File: src/hdl/dac_ctrl_pkg.sv
`default_nettype none

package dac_ctrl_pkg;

  // Command word layout
  localparam int CMD_W    = 32;
  localparam int DELAY_W  = 26;   // Delay count in bits 25:0
  localparam int TRIG_BIT = 29;   // Wait for trigger instead of delay
  localparam int CONT_BIT = 28;   // Another command must follow
  localparam int LDAC_BIT = 27;   // Pulse LDAC when the command ends

  // DAC side
  localparam int DAC_W   = 16;
  localparam int CH_W    = 3;
  localparam int N_CH    = 8;
  localparam int FRAME_W = 24;    // One AD5676 style write frame
  localparam logic signed [DAC_W:0] DAC_MID       = 17'sd32767; // Offset code for zero
  localparam logic [DAC_W-1:0]      DAC_FORBIDDEN = 16'hFFFF;   // No signed equivalent

  typedef enum logic [1:0] {
    CMD_NO_OP   = 2'b00,  // Delay or trigger wait
    CMD_DAC_WR  = 2'b01,  // Followed by four pair words
    CMD_SET_CAL = 2'b10,
    CMD_CANCEL  = 2'b11   // Ends a wait with no LDAC
  } cmd_op_e;

  typedef enum logic [2:0] {S_IDLE, S_DELAY, S_TRIG_WAIT, S_DAC_WR, S_ERROR} seq_state_e;

  typedef enum logic [3:0] {SPI_CMD_REG_WRITE = 4'b0001} spi_cmd_e;

  typedef enum logic [1:0] {LOAD_IDLE, LOAD_CAL, LOAD_CONV} load_stage_e;

  // Offset code to signed, 32767 maps to 0
  function automatic logic signed [DAC_W-1:0] offset_to_signed(input logic [DAC_W-1:0] val);
    logic signed [DAC_W:0] wide;
    wide = $signed({1'b0, val}) - DAC_MID;
    return wide[DAC_W-1:0];
  endfunction

  // Back to offset code, caller keeps val within +-DAC_MID
  function automatic logic [DAC_W-1:0] signed_to_offset(input logic signed [DAC_W:0] val);
    logic signed [DAC_W:0] wide;
    wide = val + DAC_MID;
    return wide[DAC_W-1:0];
  endfunction

  function automatic logic [FRAME_W-1:0] dac_write_frame(input spi_cmd_e cmd,
      input logic [CH_W-1:0] ch, input logic [DAC_W-1:0] val);
    return {cmd, 1'b0, ch, val};
  endfunction

endpackage

`default_nettype wire

File: src/hdl/cmd_sequencer.sv
`default_nettype none

module cmd_sequencer (
  input  logic                           clk,
  input  logic                           resetn,
  input  logic [dac_ctrl_pkg::CMD_W-1:0] cmd_word,
  input  logic                           cmd_buf_empty,
  input  logic                           trigger,
  input  logic                           ldac_shared,
  input  logic                           pair_done,
  input  logic                           cal_oob,
  input  logic                           dac_val_oob,
  output logic                           cmd_word_rd_en,
  output logic                           cal_wr,
  output logic                           pair_valid,
  output logic [dac_ctrl_pkg::CH_W-1:0]  pair_base,
  output logic                           waiting_for_trig,
  output logic                           ldac,
  output logic                           cmd_buf_underflow,
  output logic                           unexp_trig,
  output logic                           state_error
);
  import dac_ctrl_pkg::*;

  localparam logic [CH_W-2:0] LAST_PAIR = (CH_W-1)'(N_CH / 2 - 1);

  seq_state_e         state;
  seq_state_e         next_state;     // Where the word at the buffer head leads
  cmd_op_e            op;
  logic               do_ldac;
  logic               wait_for_trig;
  logic               expect_next;
  logic [DELAY_W-1:0] delay_timer;
  logic [CH_W-2:0]    pair_cnt;       // Pairs finished in this DAC_WR
  logic               pair_req;       // A pair word is due this cycle
  logic               last_pair;
  logic               cmd_end;
  logic               take_cmd;
  logic               cancel_wait;
  logic               underflow_now;
  logic               trig_err_now;
  logic               err_now;
  logic               has_flags;      // NO_OP and DAC_WR carry TRIG/CONT/LDAC

  assign op        = cmd_op_e'(cmd_word[CMD_W-1 -: 2]);
  assign has_flags = (op == CMD_NO_OP) || (op == CMD_DAC_WR);
  assign last_pair = pair_done && (pair_cnt == LAST_PAIR);

  // Current command finishes this cycle
  assign cmd_end = (state == S_DELAY && delay_timer == '0)
                || (state == S_TRIG_WAIT && trigger)
                || (state == S_DAC_WR && last_pair && !wait_for_trig && delay_timer == '0);

  // A CANCEL at the head ends any wait at once
  assign cancel_wait = (state == S_DELAY || state == S_TRIG_WAIT)
                    && !cmd_buf_empty && op == CMD_CANCEL;
  assign take_cmd    = (state == S_IDLE || cmd_end) && !cmd_buf_empty && !cancel_wait;

  always_comb begin
    case (op)
      CMD_NO_OP:  next_state = cmd_word[TRIG_BIT] ? S_TRIG_WAIT : S_DELAY;
      CMD_DAC_WR: next_state = S_DAC_WR;
      default:    next_state = S_IDLE;   // SET_CAL and CANCEL finish in one cycle
    endcase
  end

  // Error sources
  assign underflow_now = (cmd_end && expect_next && cmd_buf_empty)
                      || (state == S_DAC_WR && pair_req && cmd_buf_empty);
  assign trig_err_now  = (trigger && state != S_TRIG_WAIT)
                      || (ldac_shared && state == S_DAC_WR); // Outside LDAC during a write
  assign err_now       = underflow_now || trig_err_now || cal_oob || dac_val_oob;

  always_ff @(posedge clk) begin
    if (!resetn) begin
      state <= S_IDLE;
    end else if (err_now) begin
      state <= S_ERROR;
    end else if (state == S_ERROR) begin
      state <= S_ERROR;                  // Locked until reset
    end else if (cancel_wait) begin
      state <= S_IDLE;
    end else if (take_cmd) begin
      state <= next_state;
    end else if (cmd_end) begin
      state <= S_IDLE;                   // Done, buffer empty
    end else if (state == S_DAC_WR && last_pair) begin
      state <= wait_for_trig ? S_TRIG_WAIT : S_DELAY;
    end
  end

  // Command bits, held for the life of the command
  always_ff @(posedge clk) begin
    if (!resetn) begin
      do_ldac       <= 1'b0;
      wait_for_trig <= 1'b0;
      expect_next   <= 1'b0;
    end else if (take_cmd || cancel_wait) begin
      do_ldac       <= take_cmd && has_flags && cmd_word[LDAC_BIT];
      wait_for_trig <= take_cmd && has_flags && cmd_word[TRIG_BIT];
      expect_next   <= take_cmd && has_flags && cmd_word[CONT_BIT];
    end
  end

  always_ff @(posedge clk) begin
    if (!resetn) begin
      delay_timer <= '0;
    end else if (cancel_wait) begin
      delay_timer <= '0;
    end else if (take_cmd && has_flags) begin
      delay_timer <= cmd_word[TRIG_BIT] ? '0 : cmd_word[DELAY_W-1:0]; // Starts at pop
    end else if (delay_timer != '0) begin
      delay_timer <= delay_timer - 1'b1;
    end
  end

  // Pair word requests, first one right after the DAC_WR pop
  always_ff @(posedge clk) begin
    if (!resetn) begin
      pair_req <= 1'b0;
      pair_cnt <= '0;
    end else begin
      pair_req <= (take_cmd && op == CMD_DAC_WR)
               || (state == S_DAC_WR && pair_done && !last_pair);
      if (take_cmd && op == CMD_DAC_WR) begin
        pair_cnt <= '0;
      end else if (state == S_DAC_WR && pair_done) begin
        pair_cnt <= pair_cnt + 1'b1;
      end
    end
  end

  assign pair_valid     = pair_req && !cmd_buf_empty && state == S_DAC_WR;
  assign pair_base      = {pair_cnt, 1'b0};   // Even channel of the pair
  assign cal_wr         = take_cmd && op == CMD_SET_CAL;
  assign cmd_word_rd_en = take_cmd || cancel_wait || pair_valid;

  // One cycle LDAC after a command ends, never on cancel
  always_ff @(posedge clk) begin
    if (!resetn) begin
      ldac <= 1'b0;
    end else begin
      ldac <= cmd_end && do_ldac && !cancel_wait && !err_now;
    end
  end

  // Sticky flags
  always_ff @(posedge clk) begin
    if (!resetn) begin
      cmd_buf_underflow <= 1'b0;
      unexp_trig        <= 1'b0;
    end else begin
      if (underflow_now) cmd_buf_underflow <= 1'b1;
      if (trig_err_now)  unexp_trig        <= 1'b1;
    end
  end

  assign waiting_for_trig = (state == S_TRIG_WAIT);
  assign state_error      = (state == S_ERROR);

  a_no_ldac_in_error: assert property (@(posedge clk) disable iff (!resetn)
    state == S_ERROR |-> !ldac);

  // A pair word is never decoded as a command in the same cycle
  a_pair_pop_alone: assert property (@(posedge clk) disable iff (!resetn)
    pair_valid |-> !take_cmd);

endmodule

`default_nettype wire

File: src/hdl/cal_table.sv
`default_nettype none

module cal_table #(
  parameter int ABS_CAL_MAX = 4096   // Largest accepted |calibration|
) (
  input  logic                                 clk,
  input  logic                                 resetn,
  input  logic                                 cal_wr,
  input  logic [dac_ctrl_pkg::CMD_W-1:0]       cmd_word,
  input  logic [dac_ctrl_pkg::CH_W-1:0]        cal_ch,
  output logic signed [dac_ctrl_pkg::DAC_W-1:0] cal_lo,
  output logic signed [dac_ctrl_pkg::DAC_W-1:0] cal_hi,
  output logic                                 cal_oob
);
  import dac_ctrl_pkg::*;

  logic signed [DAC_W-1:0] cal_val [N_CH];
  logic signed [DAC_W-1:0] wr_val;
  logic [CH_W-1:0]         wr_ch;
  logic [CH_W-1:0]         hi_ch;
  logic                    in_bounds;

  assign wr_val    = $signed(cmd_word[DAC_W-1:0]);   // Value field, two's complement
  assign wr_ch     = cmd_word[16 +: CH_W];           // Channel in bits 18:16
  assign in_bounds = (wr_val <= ABS_CAL_MAX) && (wr_val >= -ABS_CAL_MAX);

  always_ff @(posedge clk) begin
    if (!resetn) begin
      for (int i = 0; i < N_CH; i++) begin
        cal_val[i] <= '0;
      end
      cal_oob <= 1'b0;
    end else if (cal_wr) begin
      if (in_bounds) cal_val[wr_ch] <= wr_val;
      else           cal_oob        <= 1'b1;   // Write dropped
    end
  end

  // Both channels of the pair being calibrated
  assign hi_ch  = cal_ch + 1'b1;
  assign cal_lo = cal_val[cal_ch];
  assign cal_hi = cal_val[hi_ch];

endmodule

`default_nettype wire

File: src/hdl/dac_value_pipeline.sv
`default_nettype none

module dac_value_pipeline (
  input  logic                                  clk,
  input  logic                                  resetn,
  input  logic                                  pair_valid,
  input  logic [dac_ctrl_pkg::CMD_W-1:0]        pair_word,
  input  logic [dac_ctrl_pkg::CH_W-1:0]         pair_base,
  input  logic signed [dac_ctrl_pkg::DAC_W-1:0] cal_lo,
  input  logic signed [dac_ctrl_pkg::DAC_W-1:0] cal_hi,
  output logic [dac_ctrl_pkg::CH_W-1:0]         cal_ch,
  output logic                                  frame_load,
  output logic [2*dac_ctrl_pkg::FRAME_W-1:0]    frame_pair,
  output logic                                  dac_val_oob
);
  import dac_ctrl_pkg::*;

  load_stage_e             stage;
  logic signed [DAC_W-1:0] lo_sig;     // Lower half, pair_base
  logic signed [DAC_W-1:0] hi_sig;     // Upper half, pair_base+1
  logic signed [DAC_W:0]   lo_sum;
  logic signed [DAC_W:0]   hi_sum;
  logic [CH_W-1:0]         hi_ch;
  logic                    forbidden;
  logic                    sum_oob;

  assign forbidden = (pair_word[DAC_W-1:0] == DAC_FORBIDDEN)
                  || (pair_word[CMD_W-1 -: DAC_W] == DAC_FORBIDDEN);

  // Calibrated result must map back into 0..65534
  assign sum_oob = (lo_sum > DAC_MID) || (lo_sum < -DAC_MID)
                || (hi_sum > DAC_MID) || (hi_sum < -DAC_MID);

  always_ff @(posedge clk) begin
    if (!resetn) begin
      stage       <= LOAD_IDLE;
      dac_val_oob <= 1'b0;
    end else begin
      case (stage)
        LOAD_IDLE: begin
          if (pair_valid) begin
            if (forbidden) dac_val_oob <= 1'b1;   // No frame for this pair
            else           stage       <= LOAD_CAL;
          end
        end
        LOAD_CAL:  stage <= LOAD_CONV;
        LOAD_CONV: begin
          if (sum_oob) dac_val_oob <= 1'b1;
          stage <= LOAD_IDLE;
        end
        default:   stage <= LOAD_IDLE;
      endcase
    end
  end

  // Data path
  always_ff @(posedge clk) begin
    if (stage == LOAD_IDLE && pair_valid) begin
      lo_sig <= offset_to_signed(pair_word[DAC_W-1:0]);
      hi_sig <= offset_to_signed(pair_word[CMD_W-1 -: DAC_W]);
      cal_ch <= pair_base;   // Also selects the table entries
    end
    if (stage == LOAD_CAL) begin
      lo_sum <= lo_sig + cal_lo;   // 17 bit, cannot overflow
      hi_sum <= hi_sig + cal_hi;
    end
  end

  assign hi_ch      = cal_ch + 1'b1;
  assign frame_load = (stage == LOAD_CONV) && !sum_oob;

  // Lower channel frame sits on top, it goes out first
  assign frame_pair = {dac_write_frame(SPI_CMD_REG_WRITE, cal_ch, signed_to_offset(lo_sum)),
                       dac_write_frame(SPI_CMD_REG_WRITE, hi_ch, signed_to_offset(hi_sum))};

endmodule

`default_nettype wire

File: src/hdl/spi_frame_tx.sv
`default_nettype none

module spi_frame_tx #(
  parameter int N_CS_HIGH = 18   // n_cs high cycles before each frame
) (
  input  logic                               clk,
  input  logic                               resetn,
  input  logic                               frame_load,
  input  logic                               halt,
  input  logic [2*dac_ctrl_pkg::FRAME_W-1:0] frame_pair,
  output logic                               n_cs,
  output logic                               mosi,
  output logic                               pair_done
);
  import dac_ctrl_pkg::*;

  localparam int CNT_MAX = (N_CS_HIGH > FRAME_W) ? N_CS_HIGH : FRAME_W;
  localparam int CNT_W   = $clog2(CNT_MAX);
  localparam logic [CNT_W-1:0] GAP_LAST = CNT_W'(N_CS_HIGH - 1);
  localparam logic [CNT_W-1:0] BIT_LAST = CNT_W'(FRAME_W - 1);

  logic                 busy;       // Pair in flight
  logic                 cs_q;       // Low while bits are shifting
  logic                 second;     // Working on the second frame
  logic [CNT_W-1:0]     cnt;        // Gap timer or bit counter
  logic [2*FRAME_W-1:0] shreg;
  logic                 gap_end;
  logic                 bit_end;

  assign gap_end   = busy && cs_q && cnt == '0;
  assign bit_end   = busy && !cs_q && cnt == '0;
  assign pair_done = bit_end && second;   // Last bit of the upper frame
  assign n_cs      = cs_q || halt;
  assign mosi      = shreg[2*FRAME_W-1];  // MSB first

  always_ff @(posedge clk) begin
    if (!resetn) begin
      busy   <= 1'b0;
      cs_q   <= 1'b1;
      second <= 1'b0;
      cnt    <= '0;
    end else if (halt) begin
      busy <= 1'b0;
      cs_q <= 1'b1;
    end else if (frame_load) begin
      busy   <= 1'b1;
      second <= 1'b0;
      cnt    <= GAP_LAST;
    end else if (gap_end) begin
      cs_q <= 1'b0;
      cnt  <= BIT_LAST;
    end else if (bit_end) begin
      cs_q   <= 1'b1;
      cnt    <= GAP_LAST;   // Spacing before the next frame
      second <= 1'b1;
      busy   <= !second;
    end else if (busy) begin
      cnt <= cnt - 1'b1;
    end
  end

  always_ff @(posedge clk) begin
    if (frame_load) begin
      shreg <= frame_pair;
    end else if (busy && !cs_q) begin
      shreg <= {shreg[2*FRAME_W-2:0], 1'b0};
    end
  end

  // DAC needs at least 3 cycles of n_cs high to latch a frame
  a_cs_high_min: assert property (@(posedge clk) N_CS_HIGH >= 3);

  a_no_load_in_flight: assert property (@(posedge clk) disable iff (!resetn)
    frame_load |-> !busy);

endmodule

`default_nettype wire

File: src/hdl/dac_ctrl_top.sv
`default_nettype none

module dac_ctrl_top #(
  parameter int ABS_CAL_MAX = 4096,
  parameter int N_CS_HIGH   = 18
) (
  input  logic                           clk,
  input  logic                           resetn,
  input  logic [dac_ctrl_pkg::CMD_W-1:0] cmd_word,
  input  logic                           cmd_buf_empty,
  input  logic                           trigger,
  input  logic                           ldac_shared,
  output logic                           cmd_word_rd_en,
  output logic                           waiting_for_trig,
  output logic                           ldac,
  output logic                           n_cs,
  output logic                           mosi,
  output logic                           cmd_buf_underflow,
  output logic                           unexp_trig,
  output logic                           cal_oob,
  output logic                           dac_val_oob,
  output logic                           state_error
);
  import dac_ctrl_pkg::*;

  logic                    cal_wr;
  logic                    pair_valid;
  logic                    pair_done;
  logic                    frame_load;
  logic [CH_W-1:0]         pair_base;
  logic [CH_W-1:0]         cal_ch;      // Pair being calibrated
  logic signed [DAC_W-1:0] cal_lo;
  logic signed [DAC_W-1:0] cal_hi;
  logic [2*FRAME_W-1:0]    frame_pair;

  cmd_sequencer i_cmd_sequencer (
    .clk, .resetn, .cmd_word, .cmd_buf_empty, .trigger, .ldac_shared,
    .pair_done, .cal_oob, .dac_val_oob, .cmd_word_rd_en, .cal_wr, .pair_valid,
    .pair_base, .waiting_for_trig, .ldac, .cmd_buf_underflow, .unexp_trig, .state_error
  );

  cal_table #(.ABS_CAL_MAX(ABS_CAL_MAX)) i_cal_table (
    .clk, .resetn, .cal_wr, .cmd_word, .cal_ch, .cal_lo, .cal_hi, .cal_oob
  );

  // Pair words come straight off the command port
  dac_value_pipeline i_dac_value_pipeline (
    .clk, .resetn, .pair_valid, .pair_word(cmd_word), .pair_base, .cal_lo, .cal_hi,
    .cal_ch, .frame_load, .frame_pair, .dac_val_oob
  );

  spi_frame_tx #(.N_CS_HIGH(N_CS_HIGH)) i_spi_frame_tx (
    .clk, .resetn, .frame_load, .halt(state_error), .frame_pair, .n_cs, .mosi, .pair_done
  );

endmodule

`default_nettype wire

File: config.mk
export PLATFORM = sky130hd
export DESIGN_NAME = dac_ctrl_top
export DESIGN_NICKNAME = d
export VERILOG_FILES = /design/src/hdl/dac_ctrl_pkg.sv /design/src/hdl/cmd_sequencer.sv /design/src/hdl/cal_table.sv /design/src/hdl/dac_value_pipeline.sv /design/src/hdl/spi_frame_tx.sv /design/src/hdl/dac_ctrl_top.sv
export SDC_FILE = /design/constraint.sdc
export NUM_CORES = 1
export LEC_CHECK = 0
export BUFFER_PORTS_ARGS = -buffer_cell sky130_fd_sc_hd__buf_2
export CORE_UTILIZATION = 63
export CTS_CLUSTER_DIAMETER = 50
export CTS_CLUSTER_SIZE = 20
export DETAILED_ROUTE_END_ITERATION = 8
export PLACE_DENSITY = 0.88
export REMOVE_ABC_BUFFERS = 1
export SETUP_SLACK_MARGIN = 0.15
export SYNTH_ARGS = -nofsm -noshare
export SYNTH_HDL_FRONTEND = slang
export SYNTH_HIERARCHICAL = 1
export SYNTH_SLANG_ARGS = --single-unit
File: constraint.sdc
create_clock -name clk -period 5.5 [get_ports clk]
set_input_delay 1.1 -clock clk [delete_from_list [all_inputs] [get_ports clk]]
set_output_delay 1.1 -clock clk [all_outputs]
set_load 0.02 [all_outputs]
==> flow_summary.yaml <==
run_status:
  status: "finished, final reports clean"
critical_path:
  max_stage_delay_ns: 0.76
  r2r_end: "i_cal_table/cal_val[2][5]"
  reg2regPathDepth: 11
  cp-end-kind: "register"
  crit_slowest_cell: "and4b_1"
  crit_type: "reg2reg"
  reg2reg_from: "i_spi_frame_tx/cnt[0]"
  crit_family: "simple AND/OR/NAND/NOR gates"
  crit_path_start_kind: "register"
  path_cells: "inv_1 -> ha_1 -> nand4bb_4 -> nor4b_2 -> and3b_1 -> o21ai_0 -> or4_4 -> a21oi_1 -> and4b_1 -> buf_4 -> a21bo_2"
  r2r_slack_ns: 0.89
  crit_start: "i_spi_frame_tx/cnt[0]"
  crit_buf_inv: 2
  path_max_fanout: 30
  critPathArrivalTime_ns: 4.86
  cp.required_ns: 5.74
cts:
  ctsHoldBuffers: 0
  cts_resized: 0
  cts_tree: "done"
  h-tree-depth: 1
  cts_setup_buffers: 0
  clk_pin_slew_worst_paths_ns: 0.07
  cts.sinks: 295
  cts_inserted_buffers: 31
  root_buffer: "clkbuf_16"
  clk_path_buf_depth: 3
  insertion_delay_ns: 0.59
final_layout:
  antenna_cells: 0
  drive_above_1_share_pct: 22.71
  layout_common_cells: "edfxtp_1 (245), and3_1 (103), xnor2_1 (66)"
  layout_commonest_cell: "edfxtp_1"
  fill_cells: 1651
  area_growth_pct: 9.813
  nNetsFinal: 1414
synthesis:
  yosysUniqueCellTypes: 87
  synth-seq-cells: 295
  yosysWarnings: 6
  syn_avg_cell_area_um2: 12.73
  synth_top_family_by_area: "simple AND/OR/NAND/NOR gates"
  synth_async_sr_flop_share_pct: 0
  syn_inst: 1298
  synthesis.area_um2: 16520
  seq_area_frac_synth_pct: 50.58
  synthMuxAreaShare_pct: 14.23
  synthAdderAreaFrac_pct: 3.574
  synth-simple-area-share_pct: 15.29
  synth_edf_count: 245
  synth_xor_area_share_pct: 5.565
  synth-compound-area-share_pct: 7.496
  synthFlopType: "edfxtp_1"
power_and_ir_drop:
  p_leak_nw: 7.014
  powerDensity_nw_per_um2: 319.6
  ir_drop_uv: 498.4
global_route:
  track_usage_pct: 29.88
  antenna_found_initial: 0
  grt_pass1_wl_um: 60690
  grt_overflow: 0
  grt_max_degree: 68
  grt_pass1_vias: 10949
sta:
  setup_viol: 0
  rsz0062_at_grt: "no"
  post-route-period-util_pct: 83.90
  tightest_slew_ns: 1.148
  holdWs_ns: 0.4663
  finalCriticalPeriod_ns: 4.614
  max_slew_margin_pct: 23.34
  final-hold-violation-count: 0
  slew_violations: 0
  fin_skew_ns: 0.02665
  setup_ws_ns: 0.8856
  max_clock_freq_mhz: 216.7
drt:
  drtIter0Drc: 1201
  ant_nets: 0
  drc: 0
  first_pass_iters: 6
  via_per_inst: 6.729
  wire_per_inst_um: 23.18
  wl_um: 39080
  num_vias: 11345
place:
  dp_slack_ns: 1.087
  dp_hpwl_um: 26280
  routabilityCongestion: 0.9314
  io_buffers: 46
floorplan:
  num_rows: 58
  die-area_um2: 26880
  num_io_pins: 47
  start_util_pct: 64.87
  fp.dieW_um: 164.0
  die_h_um: 164.0
  core_um2: 25470
min_path:
  min_to: "i_cmd_sequencer/unexp_trig"
  holdPathStages: 1
  hp-class: "reg2reg"
  min_from: "i_cmd_sequencer/unexp_trig"
flow_run:
  drv_cap: 0
[Yosys cell counts, types with 8 or more instances]
| master | instances | area share, % |
|---|---|---|
| nand2_1 | 56 | 1.3 |
| buf_2 | 25 | 0.76 |
| o21ai_0 | 14 | 0.42 |
| edfxtp_1 | 245 | 45 |
| clkbuf_1 | 31 | 0.70 |
| nand3_1 | 32 | 0.97 |
| mux4_2 | 64 | 8.7 |
| mux2_1 | 47 | 3.2 |
| or3_1 | 8 | 0.30 |
| o2bb2ai_2 | 10 | 0.91 |
| ha_1 | 44 | 3.3 |
| nand4_1 | 14 | 0.53 |
| nor2_1 | 52 | 1.2 |
| nor3_1 | 34 | 1.0 |
| a21bo_2 | 8 | 0.48 |
| and3_1 | 103 | 3.9 |
| xor2_1 | 39 | 2.1 |
| xnor2_1 | 66 | 3.5 |
| o21ai_1 | 8 | 0.24 |
| inv_1 | 31 | 0.70 |
| nand2b_1 | 8 | 0.30 |
| a21oi_1 | 48 | 1.5 |
| nor2b_1 | 17 | 0.64 |
| a21o_1 | 12 | 0.55 |
| buf_4 | 14 | 0.64 |
| dfxtp_1 | 50 | 6.1 |
| mux2_2 | 32 | 2.2 |
| nor4_1 | 16 | 0.61 |
| and3_2 | 34 | 1.5 |
[power breakdown]
part	switching [mW]	total [mW]	internal, mW
Sequential	0.110	2.64	2.53
Clock	1.06	2.28	1.22
Combinational	0.537	0.885	0.347
Total	1.71	5.80	4.09
[per-layer routing]
layer / vias up / part of all wire [%] / global-route usage [%]
met5: - / 0 / 0
met4: 0 / 5.5 / 14.65
met3: 149 / 10 / 5.328
met2: 696 / 47 / 48.11
met1: 5431 / 37 / 39.30
li1: 5069 / - / -
[registers in the layout (all words and copies together) (netlist names), 3 cells and up]
| name | count |
|---|---|
| i_dac_value_pipeline/lo_sum | 17 |
| i_cal_table/cal_val | 128 |
| i_dac_value_pipeline/lo_sig | 16 |
| i_spi_frame_tx/shreg | 48 |
| i_spi_frame_tx/cnt | 5 |
| i_cmd_sequencer/state | 3 |
| i_cmd_sequencer/delay_timer | 26 |
| i_dac_value_pipeline/cal_ch | 3 |
| i_dac_value_pipeline/hi_sum | 17 |
| i_dac_value_pipeline/hi_sig | 16 |
[cells by family (layout without fill, tap and decap cells)]
family	count (synthesis)	after routing
xor+xnor	105	105
simple gates	425	425
fa+ha+maj	46	46
compound gates	167	167
flops	295	295
buf+inv	112	162
mux	145	145
other cells	3	11
[area by class of cell]
type,instances,area [µm²],area share [%]
multi-input combinational,899,7691,42.38
timing repair buffer,71,417.9,2.303
clock buffer,31,775.7,4.275
tap,330,412.9,2.275
clock inverter,27,366.6,2.020
inverter,33,123.9,0.6826
sequential,295,8358,46.06
[through the flow]
stage	TNS (ns)	instance area [µm²]	power, mW	instances	util, %
final	0	18150	5.800	1686	71.24
after floorplan	-0.03800	16150	3.299	1227	-
after CTS	0	18150	5.811	1686	71.24
after detailed placement	0	17000	3.545	1628	66.76
after global routing	0	18150	5.996	1686	71.24
after global placement	0	17000	3.512	1628	66.76
[worst max-delay path by stage]
stage	cells after the start	endpoint	slack, ns
global placement	11	i_cal_table/cal_val[2][3]	1.35
CTS	10	cmd_word_rd_en	1.11
floorplan	12	i_dac_value_pipeline/hi_sum[14]	-0.04
finish	11	i_cal_table/cal_val[2][5]	0.89
global route	11	i_cal_table/cal_val[2][4]	0.81
detailed placement	11	i_cal_table/cal_val[2][3]	1.09
Note: power is estimated with default switching activity, not from simulation.
